$ cat src/hw/io_map_pkg.sv
`default_nettype none

// address map and per-peripheral constants
package io_map_pkg;

	// which register block a request lands on
	typedef enum logic [1:0] {
		SEL_NONE   = 2'd0,	// unmapped, bridge answers err
		SEL_LEDS   = 2'd1,
		SEL_RAND   = 2'd2,
		SEL_RSTCTL = 2'd3
	} periph_sel_e;

	// ----------------------------------------
	// pages, matched against adr[31:8]
	// ----------------------------------------
	localparam logic [23:0] IO_PAGE_LEDS   = 24'hFD0FFF;
	localparam logic [23:0] IO_PAGE_RAND   = 24'hFD0FFD;
	localparam logic [23:0] IO_PAGE_RSTCTL = 24'hFD0FFC;

	// control registers
	localparam int LED_W            = 8;
	localparam int NODE_RST_W       = 16;	// one bit per node reset
	localparam int RST_PULSE_CYCLES = 64;	// hold time of a written vector
	localparam int RST_CNT_W        = 7;	// counts 0..RST_PULSE_CYCLES

	// galois lfsr
	localparam logic [31:0] RAND_TAPS         = 32'h80200003;
	localparam logic [31:0] RAND_SEED_DEFAULT = 32'h4df6704b;	// also used for seed 0

	// tick timer, count runs 1..TMR_PERIOD
	localparam int TMR_PERIOD = 1000;	// scaled down for sim
	localparam int TMR_ON     = 150;
	localparam int TMR_OFF    = 200;
	localparam int TMR_CNT_W  = 10;

endpackage

`default_nettype wire

$ cat src/hw/io_bus_pkg.sv
`default_nettype none

// transaction types shared by host port, bridge and peripherals
package io_bus_pkg;

	// ----------------------------------------
	// widths
	// ----------------------------------------
	localparam int IO_ADR_W = 32;	// byte address
	localparam int IO_DAT_W = 32;	// one word per transfer
	localparam int IO_SEL_W = IO_DAT_W / 8;	// byte lanes

	// bus command, single bit on the wire
	typedef enum logic {
		IO_LOAD  = 1'b0,
		IO_STORE = 1'b1
	} io_cmd_e;

	// ----------------------------------------
	// request / response
	// ----------------------------------------

	// one register transaction, 69 bits
	typedef struct packed {
		io_cmd_e               cmd;	// load or store
		logic [IO_ADR_W-1:0]   adr;	// byte address
		logic [IO_SEL_W-1:0]   sel;	// lane enables
		logic [IO_DAT_W-1:0]   dat;	// store data
	} io_req_t;

	// response, 33 bits
	typedef struct packed {
		logic                  err;	// no device at address
		logic [IO_DAT_W-1:0]   dat;	// load data, zero on err
	} io_resp_t;

endpackage

`default_nettype wire
$ cat src/hw/io_subsys_top.sv
`timescale 1ns/1ps
`default_nettype none

// bridged i/o region: host port -> bridge -> register blocks
module io_subsys_top (
	input  wire                                  clk100,
	input  wire                                  rst,
	input  wire                                  host_req_i,
	input  io_bus_pkg::io_req_t                  host_bus_i,
	output logic                                 host_ack_o,
	output io_bus_pkg::io_resp_t                 host_resp_o,
	output logic [io_map_pkg::LED_W-1:0]         led_o,
	output logic [io_map_pkg::NODE_RST_W-1:0]    node_rst_o,
	output logic                                 tmr_irq_o
);

	// port <-> bridge
	logic                  req_stb;
	io_bus_pkg::io_req_t   req;
	logic                  rsp_vld;
	io_bus_pkg::io_resp_t  rsp;

	// bridge <-> peripherals
	io_bus_pkg::io_req_t   preq;
	logic                  leds_stb, rand_stb, rstctl_stb;
	logic                  leds_ack, rand_ack, rstctl_ack;
	logic [31:0]           leds_dat, rand_dat, rstctl_dat;

	io_host_port i_io_host_port (
		.clk100(clk100), .rst(rst),
		.host_req_i(host_req_i), .host_bus_i(host_bus_i),
		.host_ack_o(host_ack_o), .host_resp_o(host_resp_o),
		.req_stb_o(req_stb), .req_o(req), .rsp_vld_i(rsp_vld), .rsp_i(rsp)
	);

	io_bridge i_io_bridge (
		.clk100(clk100), .rst(rst),
		.req_stb_i(req_stb), .req_i(req), .rsp_vld_o(rsp_vld), .rsp_o(rsp),
		.preq_o(preq),
		.leds_stb_o(leds_stb), .rand_stb_o(rand_stb), .rstctl_stb_o(rstctl_stb),
		.leds_ack_i(leds_ack), .rand_ack_i(rand_ack), .rstctl_ack_i(rstctl_ack),
		.leds_dat_i(leds_dat), .rand_dat_i(rand_dat), .rstctl_dat_i(rstctl_dat)
	);

	io_ctrl_regs i_io_ctrl_regs (
		.clk100(clk100), .rst(rst), .preq_i(preq),
		.leds_stb_i(leds_stb), .rstctl_stb_i(rstctl_stb),
		.leds_ack_o(leds_ack), .leds_dat_o(leds_dat),
		.rstctl_ack_o(rstctl_ack), .rstctl_dat_o(rstctl_dat),
		.led_o(led_o), .node_rst_o(node_rst_o)
	);

	io_random i_io_random (
		.clk100(clk100), .rst(rst), .preq_i(preq),
		.rand_stb_i(rand_stb), .rand_ack_o(rand_ack), .rand_dat_o(rand_dat)
	);

	io_tick_timer i_io_tick_timer (
		.clk100(clk100), .rst(rst), .tmr_irq_o(tmr_irq_o)
	);

endmodule

`default_nettype wire

$ cat src/hw/io_tick_timer.sv
`timescale 1ns/1ps
`default_nettype none

// free-running periodic interrupt pulse
module io_tick_timer (
	input  wire   clk100,
	input  wire   rst,
	output logic  tmr_irq_o
);

	logic [io_map_pkg::TMR_CNT_W-1:0] cnt;	// 1..TMR_PERIOD

	always_ff @(posedge clk100) begin
		if (rst) begin
			cnt       <= io_map_pkg::TMR_CNT_W'(1);
			tmr_irq_o <= 1'b0;
		end else begin
			if (cnt == io_map_pkg::TMR_CNT_W'(io_map_pkg::TMR_PERIOD))
				cnt <= io_map_pkg::TMR_CNT_W'(1);	// wrap
			else
				cnt <= cnt + 1'b1;
			if (cnt == io_map_pkg::TMR_CNT_W'(io_map_pkg::TMR_ON))
				tmr_irq_o <= 1'b1;
			else if (cnt == io_map_pkg::TMR_CNT_W'(io_map_pkg::TMR_OFF))
				tmr_irq_o <= 1'b0;	// pulse width TMR_OFF - TMR_ON
		end
	end

endmodule

`default_nettype wire

$ cat src/hw/io_random.sv
`timescale 1ns/1ps
`default_nettype none

// galois lfsr register, load reads and steps, store seeds
module io_random (
	input  wire                  clk100,
	input  wire                  rst,
	input  io_bus_pkg::io_req_t  preq_i,
	input  wire                  rand_stb_i,
	output logic                 rand_ack_o,
	output logic [31:0]          rand_dat_o
);

	logic [31:0] state;

	// one right shift, taps folded in when a 1 falls out
	function automatic logic [31:0] lfsr_step(input logic [31:0] s);
		lfsr_step = (s >> 1) ^ (s[0] ? io_map_pkg::RAND_TAPS : 32'd0);
	endfunction

	always_ff @(posedge clk100) begin
		if (rst) begin
			state      <= io_map_pkg::RAND_SEED_DEFAULT;
			rand_ack_o <= 1'b0;
		end else begin
			rand_ack_o <= rand_stb_i;
			if (rand_stb_i) begin
				if (preq_i.cmd == io_bus_pkg::IO_STORE)
					// all-zero state would lock up
					state <= (preq_i.dat == 32'd0) ? io_map_pkg::RAND_SEED_DEFAULT : preq_i.dat;
				else
					state <= lfsr_step(state);	// advance after the read
			end
		end
	end

	// read value is the state before the step
	always_ff @(posedge clk100)
		rand_dat_o <= (rand_stb_i && preq_i.cmd == io_bus_pkg::IO_LOAD) ? state : 32'd0;

endmodule

`default_nettype wire

$ cat src/hw/io_ctrl_regs.sv
`timescale 1ns/1ps
`default_nettype none

// led register and node reset-control register
module io_ctrl_regs (
	input  wire                                  clk100,
	input  wire                                  rst,
	input  io_bus_pkg::io_req_t                  preq_i,
	input  wire                                  leds_stb_i,
	input  wire                                  rstctl_stb_i,
	output logic                                 leds_ack_o,
	output logic [31:0]                          leds_dat_o,
	output logic                                 rstctl_ack_o,
	output logic [31:0]                          rstctl_dat_o,
	output logic [io_map_pkg::LED_W-1:0]         led_o,
	output logic [io_map_pkg::NODE_RST_W-1:0]    node_rst_o
);

	logic [io_map_pkg::RST_CNT_W-1:0] rst_cnt;	// cycles since last write
	logic is_load;
	logic is_store;

	assign is_load  = preq_i.cmd == io_bus_pkg::IO_LOAD;
	assign is_store = preq_i.cmd == io_bus_pkg::IO_STORE;

	// ----------------------------------------
	// led register
	// ----------------------------------------
	always_ff @(posedge clk100) begin
		if (rst)
			led_o <= '0;
		else if (leds_stb_i && is_store && preq_i.sel[0])
			led_o <= preq_i.dat[io_map_pkg::LED_W-1:0];	// low lane only
	end

	// ----------------------------------------
	// reset pulses
	// ----------------------------------------
	always_ff @(posedge clk100) begin
		if (rst) begin
			node_rst_o <= '0;
			rst_cnt    <= io_map_pkg::RST_CNT_W'(io_map_pkg::RST_PULSE_CYCLES);	// idle
		end else if (rstctl_stb_i && is_store && |preq_i.sel[1:0]) begin
			node_rst_o <= preq_i.dat[io_map_pkg::NODE_RST_W-1:0];
			rst_cnt    <= '0;	// restart hold time
		end else if (rst_cnt != io_map_pkg::RST_CNT_W'(io_map_pkg::RST_PULSE_CYCLES)) begin
			rst_cnt <= rst_cnt + 1'b1;
			// vector drops as the count reaches the limit
			if (rst_cnt == io_map_pkg::RST_CNT_W'(io_map_pkg::RST_PULSE_CYCLES - 1))
				node_rst_o <= '0;
		end
	end

	// acks, one cycle behind the strobes
	always_ff @(posedge clk100) begin
		if (rst) begin
			leds_ack_o   <= 1'b0;
			rstctl_ack_o <= 1'b0;
		end else begin
			leds_ack_o   <= leds_stb_i;
			rstctl_ack_o <= rstctl_stb_i;
		end
	end

	// read data, zero unless addressed by a load
	always_ff @(posedge clk100) begin
		leds_dat_o   <= (leds_stb_i && is_load) ? 32'(led_o) : 32'd0;
		rstctl_dat_o <= (rstctl_stb_i && is_load) ? 32'(node_rst_o) : 32'd0;
	end

endmodule

`default_nettype wire

$ cat src/hw/io_bridge.sv
`timescale 1ns/1ps
`default_nettype none

// registered request stage, page decode, registered response merge
module io_bridge (
	input  wire                   clk100,
	input  wire                   rst,
	// from host port
	input  wire                   req_stb_i,
	input  io_bus_pkg::io_req_t   req_i,
	output logic                  rsp_vld_o,
	output io_bus_pkg::io_resp_t  rsp_o,
	// to peripherals
	output io_bus_pkg::io_req_t   preq_o,
	output logic                  leds_stb_o,
	output logic                  rand_stb_o,
	output logic                  rstctl_stb_o,
	input  wire                   leds_ack_i,
	input  wire                   rand_ack_i,
	input  wire                   rstctl_ack_i,
	input  wire [31:0]            leds_dat_i,
	input  wire [31:0]            rand_dat_i,
	input  wire [31:0]            rstctl_dat_i
);

	io_map_pkg::periph_sel_e psel;
	logic none_stb;	// unmapped hit, bridge stage
	logic none_ack;	// stands in for a peripheral response stage

	// page decode on the incoming address
	always_comb begin
		case (req_i.adr[31:8])
			io_map_pkg::IO_PAGE_LEDS:   psel = io_map_pkg::SEL_LEDS;
			io_map_pkg::IO_PAGE_RAND:   psel = io_map_pkg::SEL_RAND;
			io_map_pkg::IO_PAGE_RSTCTL: psel = io_map_pkg::SEL_RSTCTL;
			default:                    psel = io_map_pkg::SEL_NONE;
		endcase
	end

	// ----------------------------------------
	// request stage
	// ----------------------------------------
	always_ff @(posedge clk100) begin
		if (rst) begin
			leds_stb_o   <= 1'b0;
			rand_stb_o   <= 1'b0;
			rstctl_stb_o <= 1'b0;
			none_stb     <= 1'b0;
			none_ack     <= 1'b0;
		end else begin
			leds_stb_o   <= req_stb_i && psel == io_map_pkg::SEL_LEDS;
			rand_stb_o   <= req_stb_i && psel == io_map_pkg::SEL_RAND;
			rstctl_stb_o <= req_stb_i && psel == io_map_pkg::SEL_RSTCTL;
			none_stb     <= req_stb_i && psel == io_map_pkg::SEL_NONE;
			none_ack     <= none_stb;	// keeps err aligned with peripheral acks
		end
	end

	always_ff @(posedge clk100)
		if (req_stb_i)
			preq_o <= req_i;	// shared by all peripherals

	// ----------------------------------------
	// response merge
	// ----------------------------------------
	always_ff @(posedge clk100) begin
		if (rst)
			rsp_vld_o <= 1'b0;
		else
			rsp_vld_o <= leds_ack_i | rand_ack_i | rstctl_ack_i | none_ack;
	end

	always_ff @(posedge clk100) begin
		rsp_o.err <= none_ack;
		rsp_o.dat <= leds_dat_i | rand_dat_i | rstctl_dat_i;	// idle devices drive 0
	end

endmodule

`default_nettype wire

$ cat src/hw/io_host_port.sv
`timescale 1ns/1ps
`default_nettype none

// four-phase req/ack front end, one bus transaction per handshake
module io_host_port (
	input  wire                   clk100,
	input  wire                   rst,
	// host side
	input  wire                   host_req_i,
	input  io_bus_pkg::io_req_t   host_bus_i,
	output logic                  host_ack_o,
	output io_bus_pkg::io_resp_t  host_resp_o,
	// bridge side
	output logic                  req_stb_o,
	output io_bus_pkg::io_req_t   req_o,
	input  wire                   rsp_vld_i,
	input  io_bus_pkg::io_resp_t  rsp_i
);

	typedef enum logic [1:0] {
		HP_IDLE,	// waiting for req, ack low
		HP_WAIT,	// strobe issued, response pending
		HP_ACK	// ack high until host drops req
	} hp_state_e;

	hp_state_e state;

	// ----------------------------------------
	// handshake fsm
	// ----------------------------------------
	always_ff @(posedge clk100) begin
		if (rst) begin
			state      <= HP_IDLE;
			req_stb_o  <= 1'b0;
			host_ack_o <= 1'b0;
		end else begin
			req_stb_o <= 1'b0;	// single cycle strobe
			case (state)
				HP_IDLE: begin
					if (host_req_i) begin
						req_stb_o <= 1'b1;
						state     <= HP_WAIT;
					end
				end
				HP_WAIT: begin
					// only one request outstanding, so any rsp_vld is ours
					if (rsp_vld_i) begin
						host_ack_o <= 1'b1;
						state      <= HP_ACK;
					end
				end
				HP_ACK: begin
					if (!host_req_i) begin	// host withdrew, end of phase 4
						host_ack_o <= 1'b0;
						state      <= HP_IDLE;
					end
				end
				default: state <= HP_IDLE;
			endcase
		end
	end

	// payload capture
	always_ff @(posedge clk100) begin
		if (state == HP_IDLE && host_req_i)
			req_o <= host_bus_i;	// host holds bus stable while req high
		if (state == HP_WAIT && rsp_vld_i)
			host_resp_o <= rsp_i;	// held for the host while ack is high
	end

endmodule

`default_nettype wire

$ cat config.mk
export PLATFORM = sky130hd
export DESIGN_NAME = io_subsys_top
export DESIGN_NICKNAME = d
export VERILOG_FILES = /design/src/hw/io_map_pkg.sv /design/src/hw/io_bus_pkg.sv /design/src/hw/io_subsys_top.sv /design/src/hw/io_tick_timer.sv /design/src/hw/io_random.sv /design/src/hw/io_ctrl_regs.sv /design/src/hw/io_bridge.sv /design/src/hw/io_host_port.sv
export SDC_FILE = /design/constraint.sdc
export NUM_CORES = 1
export LEC_CHECK = 0
export BUFFER_PORTS_ARGS = -buffer_cell sky130_fd_sc_hd__buf_2
export CORE_ASPECT_RATIO = 1.2
export CORE_MARGIN = 2
export CORE_UTILIZATION = 55
export DETAILED_ROUTE_END_ITERATION = 10
export GPL_TIMING_DRIVEN = 1
export PLACE_DENSITY = 0.73
export SYNTH_ARGS = -nofsm -noshare
export SYNTH_HDL_FRONTEND = slang
export SYNTH_HIERARCHICAL = 1
export SYNTH_SLANG_ARGS = --single-unit
$ cat constraint.sdc
create_clock -name clk100 -period 7.5 [get_ports clk100]
set_clock_uncertainty 0.15 [all_clocks]
set_input_delay 1.5 -clock clk100 [delete_from_list [all_inputs] [get_ports clk100]]
set_output_delay 1.5 -clock clk100 [all_outputs]
set_load 0.05 [all_outputs]
==> flow_metrics.py, run 1 <==
metrics = {
    "status": {
        "status": "completed",
    },
    "floorplan": {
        "die_h_um": 154.8,
        "fp.dieW_um": 129.7,
        "dieArea_mm2": 0.02008,
        "io_pins": 131,
        "coreArea_mm2": 0.01872,
        "placementRows": 55,
        "start_util_pct": 55.72,
    },
    "route": {
        "wl_per_cell_um": 14.66,
        "met1_length_mm": 7.459,
        "antenna_left": 0,
        "first_iter_violations": 249,
        "wl_mm": 17.22,
        "wl_met2_mm": 8.204,
        "routed.top_layer": "met4",
        "drc": 0,
        "firstDrtPassIters": 5,
        "dr_wl_met3_mm": 1.066,
        "vias": 5867,
        "avgViaCountPerCell": 4.993,
    },
    "run": {
        "drv_cap": 0,
    },
    "synth": {
        "syn_area_per_cell_um2": 13.56,
        "synth_warnings": 6,
        "syn_area_mm2": 0.01043,
        "synth_cells": 769,
    },
    "sta": {
        "fmax_mhz": 351.0,
        "setup_ws_ns": 4.651,
        "tns_ns": 0,
        "max-slew-margin-rel_pct": 39.51,
        "drv_slew": 0,
        "fin_crit_ns": 2.849,
        "max_slew.worst_pin.slew_ns": 0.9047,
        "timing.final.crit_share_pct": 37.99,
        "finalHoldViolations": 0,
        "rsz0062_at_grt": "no",
        "setup_violations": 0,
    },
    "setup_path": {
        "reg2reg_from": "i_io_ctrl_regs/rst_cnt[0]$_SDFFE_PP0P_",
        "critPathArrivalTime_ns": 1.20,
        "max_stage_delay_ns": 0.38,
        "critical_path_buf_inv_count": 1,
        "cpMaxStageDelayCell": "dfxtp_1",
        "critPathKind": "flip-flop to primary output",
        "path_max_fanout": 3,
        "worstPathCellList": "buf_2",
        "rr_worst_depth": 4,
        "start_kind": "flip-flop",
        "r2r-end": "i_io_ctrl_regs/rst_cnt[6]$_SDFFE_PP1P_",
        "critPathTopFamily": "flip-flops",
        "reg2reg_slack_ns": 5.19,
        "cp.required_ns": 5.85,
        "path_depth": 1,
        "cp-end-kind": "primary output",
    },
    "finish": {
        "stdcell_count": 1175,
        "multiInputGateArea_mm2": 0.002719,
        "drive_gt1_share_pct": 20.37,
        "syn_to_final_growth_pct": 15.02,
        "nFillCells": 1419,
        "nets": 973,
        "seq_area_mm2": 0.007337,
    },
    "clock_tree": {
        "cts_resized": 0,
        "htreeDepth": 1,
        "clkSinkCount": 303,
        "cts_setup_buffers": 0,
        "cts-buffers-inserted": 28,
        "root_buffer": "clkbuf_16",
        "cts_tree": "built",
        "clk_pin_slew_ns": 0.06,
        "clk_latency_ns": 0.53,
        "cts_hold_buf": 0,
        "clock_path_buffers": 3,
    },
    "placed_design": {
        "dp_slack_ns": 4.344,
        "dpl.cell_count": 1122,
        "port_buffers": 120,
        "routabilityCongestion": 0.7762,
        "hpwl_mm": 11.38,
    },
    "pwr": {
        "vdd_drop_max_v": 0.0002115,
        "p_leak_uw": 0.004638,
        "p_per_area_mw_per_mm2": 271.1,
    },
    "grt": {
        "antenna_found_initial": 1,
        "grt_pass1_wl_mm": 28.46,
        "grt_pass1_vias": 5719,
        "grt_usage_pct": 17.80,
        "grt_max_degree": 74,
        "overflow": 0,
    },
    "min_path": {
        "hold_path.class": "flip-flop to flip-flop",
        "holdCritStartpoint": "i_io_bridge/none_ack$_SDFF_PP0_",
        "min_to": "i_io_bridge/rsp_o[32]$_DFF_P_",
        "whs_path_depth": 0,
    },
}
[through the flow]
| stage | total power, uW | instance area [um2] | hold slack [ns] | utilization [%] |
|---|---|---|---|---|
| final | 3252 | 12000 | 0.2097 | 64.08 |
| after global routing | 3373 | 11990 | 0.2150 | 64.07 |
| after CTS | 3285 | 11990 | 0.2130 | 64.07 |
| after detailed placement | 1912 | 11070 | 0.1954 | 59.16 |
| after global placement | 1907 | 11070 | 0.1929 | 59.16 |
| after floorplan | 1889 | 10580 | 0.1820 | - |
[state kept, by name, indices dropped and copies added (netlist names), 2 cells and up]
register,flops
i_io_bridge/preq_o,35
i_io_tick_timer/cnt,10
i_io_ctrl_regs/rstctl_dat_o,16
i_io_ctrl_regs/leds_dat_o,8
i_io_random/rand_dat_o,32
i_io_ctrl_regs/rst_cnt,7
i_io_bridge/rsp_o,33
i_io_host_port/host_resp_o,33
i_io_ctrl_regs/led_o,8
i_io_random/state,32
i_io_ctrl_regs/node_rst_o,16
i_io_host_port/req_o,59
i_io_host_port/state,2
[metal layers]
metal / vias up / global-route usage, %
met2: 162 / 28.95
met3: 32 / 4.151
li1: 2957 / -
met5: - / 0
met1: 2716 / 23.26
met4: 0 / 6.656
[report_power, final]
group	internal (uW)	leakage [uW]	switching [uW]	total, uW
registers	1770	0.00260	23.7	1790
clock network	819	0.000446	557	1380
logic	33.6	0.00159	50.6	84.3
[how the worst max path moves through the flow]
| stage | end | startpoint | slack (ns) |
|---|---|---|---|
| CTS | node_rst_o[6] | i_io_ctrl_regs/node_rst_o[6]$_SDFFE_PP0P_ | 4.64 |
| finish | node_rst_o[6] | i_io_ctrl_regs/node_rst_o[6]$_SDFFE_PP0P_ | 4.65 |
| global placement | i_io_host_port/req_o[2]$_DFFE_PP_ | host_req_i | 4.38 |
| floorplan | i_io_host_port/req_o[0]$_DFFE_PP_ | host_req_i | 2.82 |
| global route | node_rst_o[14] | i_io_ctrl_regs/node_rst_o[14]$_SDFFE_PP0P_ | 4.61 |
| detailed placement | i_io_host_port/req_o[68]$_DFFE_PP_ | host_req_i | 4.34 |
[placed cells by master (no fill, tap or decap), drive strengths merged, types with 8 or more instances in the layout]
master    n
and2     56
o211ai   19
dfxtp   176
nand2    26
a22oi    17
or3      38
o21ai     9
and2b    10
edfxtp  127
buf     127
conb     40
nor4     12
clkbuf   43
nor2     34
nor2b    10
a211oi   17
a21oi    26
nand2b    8
mux2i    23
a221oi   14
inv      12
[final cells by class]
cell class                 count  area share, %
timing repair buffer         127          5.445
tap                          256          2.670
sequential                   303          61.17
antenna                        1        0.02086
multi-input combinational    424          22.67
clock buffer                  43          6.822
clock inverter                 9         0.8345
inverter                      12         0.3755
Note: power is estimated with default switching activity, not from simulation.
==> run 2: changes to the inputs <==
--- a/config.mk
+++ b/config.mk
@@ -8,10 +8,10 @@
 export BUFFER_PORTS_ARGS = -buffer_cell sky130_fd_sc_hd__buf_2
 export CORE_ASPECT_RATIO = 1.2
 export CORE_MARGIN = 2
-export CORE_UTILIZATION = 55
+export CORE_UTILIZATION = 52
 export DETAILED_ROUTE_END_ITERATION = 10
 export GPL_TIMING_DRIVEN = 1
-export PLACE_DENSITY = 0.73
+export PLACE_DENSITY = 0.72
 export SYNTH_ARGS = -nofsm -noshare
 export SYNTH_HDL_FRONTEND = slang
 export SYNTH_HIERARCHICAL = 1
==> constraint.sdc (replaced) <==
create_clock -name clk100 -period 2.5 [get_ports clk100]
set_clock_uncertainty 0.15 [all_clocks]
set_input_delay 0.5 -clock clk100 [delete_from_list [all_inputs] [get_ports clk100]]
set_output_delay 0.5 -clock clk100 [all_outputs]
set_load 0.05 [all_outputs]
==> run 2 against run 1 <==
Effect of this change: register-to-register slack got worse by 4.7 ns; via count rose by 4.1%; flip-flop and latch count did not move; power rose to 3.0 times the previous value; combinational power rose to 3.9 times the previous value; wire length rose by 9.8%; core utilization fell by 0.13 points; clock-buffer cell count did not move; critical endpoint is now i_io_bridge/rand_stb_o$_SDFF_PP0_.
==> flow_metrics.py, run 2 (same netlist as run 1, synthesis figures left out) <==
metrics = {
    "setup_path": {
        "worstPathCellList": "or4b_1 -> or4_4 -> nor4_1",
        "path_max_fanout": 3,
        "critPathArrivalTime_ns": 2.32,
        "critPathKind": "flip-flop to flip-flop",
        "cpMaxStageDelayCell": "or4b_1",
        "max_stage_delay_ns": 0.55,
        "start_kind": "flip-flop",
        "cp.required_ns": 2.78,
        "cp-end-kind": "flip-flop",
    },
    "run": {
        "drv_cap": 0,
    },
    "status": {
        "status": "completed",
    },
    "sta": {
        "tns_ns": 0,
        "setup_violations": 0,
        "max_slew.worst_pin.slew_ns": 0.9115,
        "whs_ns": 0.01921,
        "fin_crit_ns": 2.036,
        "timing.final.crit_share_pct": 81.46,
        "finalHoldViolations": 0,
        "max-slew-margin-rel_pct": 39.23,
        "rsz0062_at_grt": "no",
        "drv_slew": 0,
        "fmax_mhz": 491.1,
    },
    "placed_design": {
        "port_buffers": 120,
        "routabilityCongestion": 0.7809,
        "dpl.cell_count": 1134,
        "hpwl_mm": 11.91,
    },
    "pwr": {
        "p_leak_uw": 0.004885,
        "p_per_area_mw_per_mm2": 768.9,
        "vdd_drop_max_v": 0.0007255,
    },
    "clock_tree": {
        "cts_tree": "built",
        "htreeDepth": 1,
        "clock_path_buffers": 3,
        "clkSinkCount": 303,
        "clk_latency_ns": 0.53,
        "cts_resized": 0,
        "cts_hold_buf": 51,
        "root_buffer": "clkbuf_16",
        "cts-buffers-inserted": 28,
        "clk_pin_slew_ns": 0.07,
        "cts_setup_buffers": 0,
    },
    "finish": {
        "nFillCells": 1479,
        "final_common_cell": "dfxtp_1",
        "largestRegisters": "i_io_host_port/req_o (59), i_io_bridge/preq_o (35)",
        "stdcell_count": 1241,
        "utilization_pct": 63.95,
        "diodes": 0,
        "top_register": "i_io_host_port/req_o",
        "nets": 1035,
        "drive_gt1_share_pct": 19.69,
        "largest_reg_flops": 59,
        "syn_to_final_growth_pct": 20.31,
        "layout_common_cells": "dfxtp_1 (176), edfxtp_1 (127), buf_2 (120), and2_1 (56), dlygate4sd3_1 (55)",
    },
    "min_path": {
        "hold_path.class": "input port to flip-flop",
    },
    "route": {
        "first_iter_violations": 289,
        "avgViaCountPerCell": 4.920,
        "firstDrtPassIters": 7,
        "wl_per_cell_um": 15.24,
        "antenna_left": 0,
        "vias": 6106,
        "wl_mm": 18.92,
        "drc": 0,
    },
    "grt": {
        "grt_usage_pct": 17.51,
        "grt_max_degree": 45,
        "grt_pass1_vias": 6024,
        "grt_pass1_wl_mm": 30.33,
        "antenna_found_initial": 0,
        "overflow": 0,
    },
    "floorplan": {
        "coreArea_mm2": 0.01962,
        "io_pins": 131,
        "start_util_pct": 53.16,
        "dieArea_mm2": 0.02121,
        "fp.dieW_um": 133.3,
        "die_h_um": 159.1,
        "placementRows": 56,
    },
}
run 2: cell count changes in the layout (fill, tap and decap cells not counted), moves of 2 or more:
cell / before / now
bufinv_16: 2 / 0
dlygate4sd3_1: 0 / 55
buf_4: 7 / 14
clkinvlp_4: 2 / 0
clkinv_4: 0 / 2
run 2: layout make-up:
class,instances,area [um2],share of cell area (%)
clock buffer,43,812.0,6.472
tap,261,326.6,2.603
clock inverter,9,51.30,0.4089
sequential,303,7337,58.48
inverter,12,45.04,0.3590
timing repair buffer,189,1256,10.01
multi-input combinational,424,2719,21.67
run 2: power breakdown:
| group | leakage [uW] | total, uW | internal, uW | switching [uW] |
|---|---|---|---|---|
| Clock | 0.000429 | 3940 | 2240 | 1700 |
| Sequential | 0.00260 | 5370 | 5300 | 73.2 |
| Combinational | 0.00186 | 330 | 161 | 168 |
| Total | 0.00488 | 9650 | 7700 | 1950 |
run 2: metal layers:
layer	track usage, %	vias up	part of all wire [%]
li1	-	3086	-
met1	21.79	2806	42
met2	30.72	184	50
met3	3.375	30	5.7
met4	5.658	0	2.1
met5	0	-	0
run 2: path summary, 6_finish.rpt:
kind	cells after the start	slack, ns	startpoint	endpoint
max	3	0.46	i_io_host_port/req_o[56]$_DFFE_PP_	i_io_bridge/rand_stb_o$_SDFF_PP0_
min reg2reg	0	0.21	i_io_bridge/none_ack$_SDFF_PP0_	i_io_bridge/rsp_o[32]$_DFF_P_
max reg2reg	3	0.46	i_io_host_port/req_o[56]$_DFFE_PP_	i_io_bridge/rand_stb_o$_SDFF_PP0_
min	1	0.02	host_bus_i[30]	i_io_host_port/req_o[30]$_DFFE_PP_
run 2: metrics by stage:
step	worst slack [ns]	total power (uW)	cell area [um2]
4_1_cts	0.4054	9717	12510
6_report	0.4636	9647	12550
2_1_floorplan	0.4480	5665	10580
3_5_place_dp	0.4526	5739	11130
5_1_grt	0.3485	9962	12550
3_3_place_gp	0.4882	5727	11130
run 2: worst max-delay path: cells and delay by family, from the launching register on:
kind,cells,cell delay (ns)
flops,1,0.39
simple gates,3,1.40
==> run 3: changes to the inputs <==
==> constraint.sdc (replaced) <==
create_clock -name clk100 -period 1.77 [get_ports clk100]
set_clock_uncertainty 0.15 [all_clocks]
set_input_delay 0.354 -clock clk100 [delete_from_list [all_inputs] [get_ports clk100]]
set_output_delay 0.354 -clock clk100 [all_outputs]
set_load 0.05 [all_outputs]
==> run 3 against run 2 <==
Effect of this change: the flow now finishes with violations (setup timing); combinational power rose by 66%; wire length is 3.4% higher; die area stayed put; register-to-register slack got worse by 0.53 ns; via count is 3.4% higher; sequential power rose by 41%; clock-buffer cell count shrank 10; critical path depth unchanged; critical endpoint is now i_io_bridge/rstctl_stb_o$_SDFF_PP0_; largest cell class unchanged.
==> flow_metrics.py, run 3 (same netlist as run 1, synthesis figures left out) <==
metrics = {
    "setup_path": {
        "critPathArrivalTime_ns": 2.12,
        "cp-end-kind": "flip-flop",
        "endpoint": "i_io_bridge/rstctl_stb_o$_SDFF_PP0_",
        "path_max_fanout": 3,
        "start_kind": "flip-flop",
        "reg2reg_from": "i_io_host_port/req_o[59]$_DFFE_PP_",
        "worstPathCellList": "or4b_4 -> or4_4 -> nor3_2",
        "cp.required_ns": 2.05,
        "r2r-end": "i_io_bridge/rstctl_stb_o$_SDFF_PP0_",
        "reg2reg_slack_ns": -0.07,
        "critPathKind": "flip-flop to flip-flop",
        "worstSetupStartpoint": "i_io_host_port/req_o[59]$_DFFE_PP_",
        "max_stage_delay_ns": 0.54,
        "cpMaxStageDelayCell": "or4b_4",
        "rr_worst_depth": 3,
    },
    "route": {
        "wl_mm": 19.56,
        "first_iter_violations": 277,
        "dr_wl_met3_um": 971,
        "routed.top_layer": "met4",
        "drc": 0,
        "wl_per_cell_um": 15.31,
        "firstDrtPassIters": 4,
        "wl_met2_mm": 9.913,
        "antenna_left": 0,
        "met1_length_mm": 8.085,
        "avgViaCountPerCell": 4.944,
        "vias": 6313,
    },
    "status": {
        "status": "complete, but fails checks",
        "failed_checks": "setup timing",
    },
    "placed_design": {
        "port_buffers": 120,
        "place_area_mm2": 0.01145,
        "hpwl_mm": 12.24,
        "routabilityCongestion": 0.7845,
    },
    "finish": {
        "multiInputGateArea_mm2": 0.002820,
        "syn_to_final_growth_pct": 25.40,
        "largest_reg_flops": 59,
        "nets": 1073,
        "top_register": "i_io_host_port/req_o",
        "layout_common_cells": "dfxtp_1 (174), edfxtp_1 (127), buf_2 (120), dlygate4sd3_1 (61), and2_1 (56)",
        "diodes": 0,
        "largestRegisters": "i_io_host_port/req_o (59), i_io_bridge/preq_o (35)",
        "final_common_cell": "dfxtp_1",
        "utilization_pct": 66.66,
        "nFillCells": 1431,
        "drive_gt1_share_pct": 23.92,
        "seq_area_mm2": 0.007340,
        "final_area_mm2": 0.01308,
    },
    "grt": {
        "grt_pass1_vias": 6260,
        "grt_max_degree": 60,
        "grt_usage_pct": 18.32,
        "grt_pass1_wl_mm": 31.46,
        "antenna_found_initial": 0,
        "overflow": 0,
    },
    "sta": {
        "whs_ns": 0.2072,
        "rsz0062_at_grt": "yes",
        "drv_slew": 0,
        "setup_ws_ns": -0.06738,
        "setup_violations": 8,
        "fin_crit_ns": 1.837,
        "tns_ns": -0.1197,
        "fmax_mhz": 544.3,
        "finalHoldViolations": 0,
        "timing.final.crit_share_pct": 103.8,
    },
    "floorplan": {
        "start_util_pct": 53.16,
        "io_pins": 131,
        "coreArea_mm2": 0.01962,
        "dieArea_mm2": 0.02121,
        "die_h_um": 159.1,
        "fp.dieW_um": 133.3,
        "placementRows": 56,
    },
    "pwr": {
        "vdd_drop_max_v": 0.0009688,
        "p_leak_uw": 0.005141,
        "p_per_area_mw_per_mm2": 1079,
    },
    "clock_tree": {
        "clock_path_buffers": 3,
        "cts_tree": "built",
        "clk_latency_ns": 0.52,
        "root_buffer": "clkbuf_16",
        "cts-buffers-inserted": 27,
        "clk_pin_slew_ns": 0.07,
        "clkSinkCount": 303,
        "htreeDepth": 1,
    },
    "min_path": {
        "hold_path.class": "flip-flop to flip-flop",
    },
    "run": {
        "drv_cap": 0,
    },
}
## run 3: cell types whose count changed in the layout (fill, tap and decap cells not counted), moves of 6 or more
cell           delta
a22oi_1           -8
dlygate4sd3_1     +6
clkbuf_1          -6
buf_4            +28
a22oi_2           +8
## run 3: per-layer routing
metal	track usage, %	vias to the layer above
met1	22.48	2939
met3	3.088	37
met4	6.915	0
met2	32.33	173
met5	0	-
li1	-	3164
## run 3: layout make-up
| class | count | share of cell area [%] |
|---|---|---|
| repair buffers | 228 | 12.44 |
| clock inverters | 16 | 1.540 |
| flip-flops and latches | 303 | 56.12 |
| multi-input cells | 424 | 21.57 |
| clock buffers | 33 | 5.492 |
| well taps | 261 | 2.497 |
| inverters | 12 | 0.3444 |
## run 3: worst max-delay path, delay by kind of cell (launching register included)
kind / cells / cell delay (ns)
simple gates: 3 / 1.25
flops: 1 / 0.36
## run 3: power breakdown
part | internal, uW | leakage (uW) | switching [uW]
Clock | 3600 | 0.000446 | 2380
Sequential | 7490 | 0.00260 | 93.4
Combinational | 281 | 0.00209 | 268
## run 3: how the worst min path moves through the flow
stage	slack [ns]	endpoint	start	cells after the start
2_1_floorplan	0.18	i_io_bridge/rsp_o[32]$_DFF_P_	i_io_bridge/none_ack$_SDFF_PP0_	0
3_3_place_gp	0.20	i_io_bridge/rsp_o[32]$_DFF_P_	i_io_bridge/none_ack$_SDFF_PP0_	0
3_5_place_dp	0.20	i_io_bridge/rsp_o[32]$_DFF_P_	i_io_bridge/none_ack$_SDFF_PP0_	0
4_1_cts	0.21	i_io_bridge/rsp_o[32]$_DFF_P_	i_io_bridge/none_ack$_SDFF_PP0_	0
5_1_grt	0.22	i_io_bridge/rsp_o[32]$_DFF_P_	i_io_bridge/none_ack$_SDFF_PP0_	0
6_report	0.21	i_io_bridge/rsp_o[32]$_DFF_P_	i_io_bridge/none_ack$_SDFF_PP0_	0
## run 3: per-stage QoR
step / std cells / total power, uW / setup WS (ns)
finish: 1277 / 14110 / -0.06738
global route: 1277 / 14580 / -0.1246
CTS: 1276 / 14190 / 0.0001967
detailed placement: 1166 / 8157 / -0.1093
global placement: 1166 / 8139 / -0.07946
floorplan: 808 / 8004 / -0.1551
## run 3: what timing repair did
action                                 in CTS  in global routing
hold buffers                               61                  0
endpoints found under the hold margin      62                  0
gates resized for setup                     6                 11
pin swaps                                   3                  2
setup endpoints to repair                  19                 20
buffers inserted                            0                  1
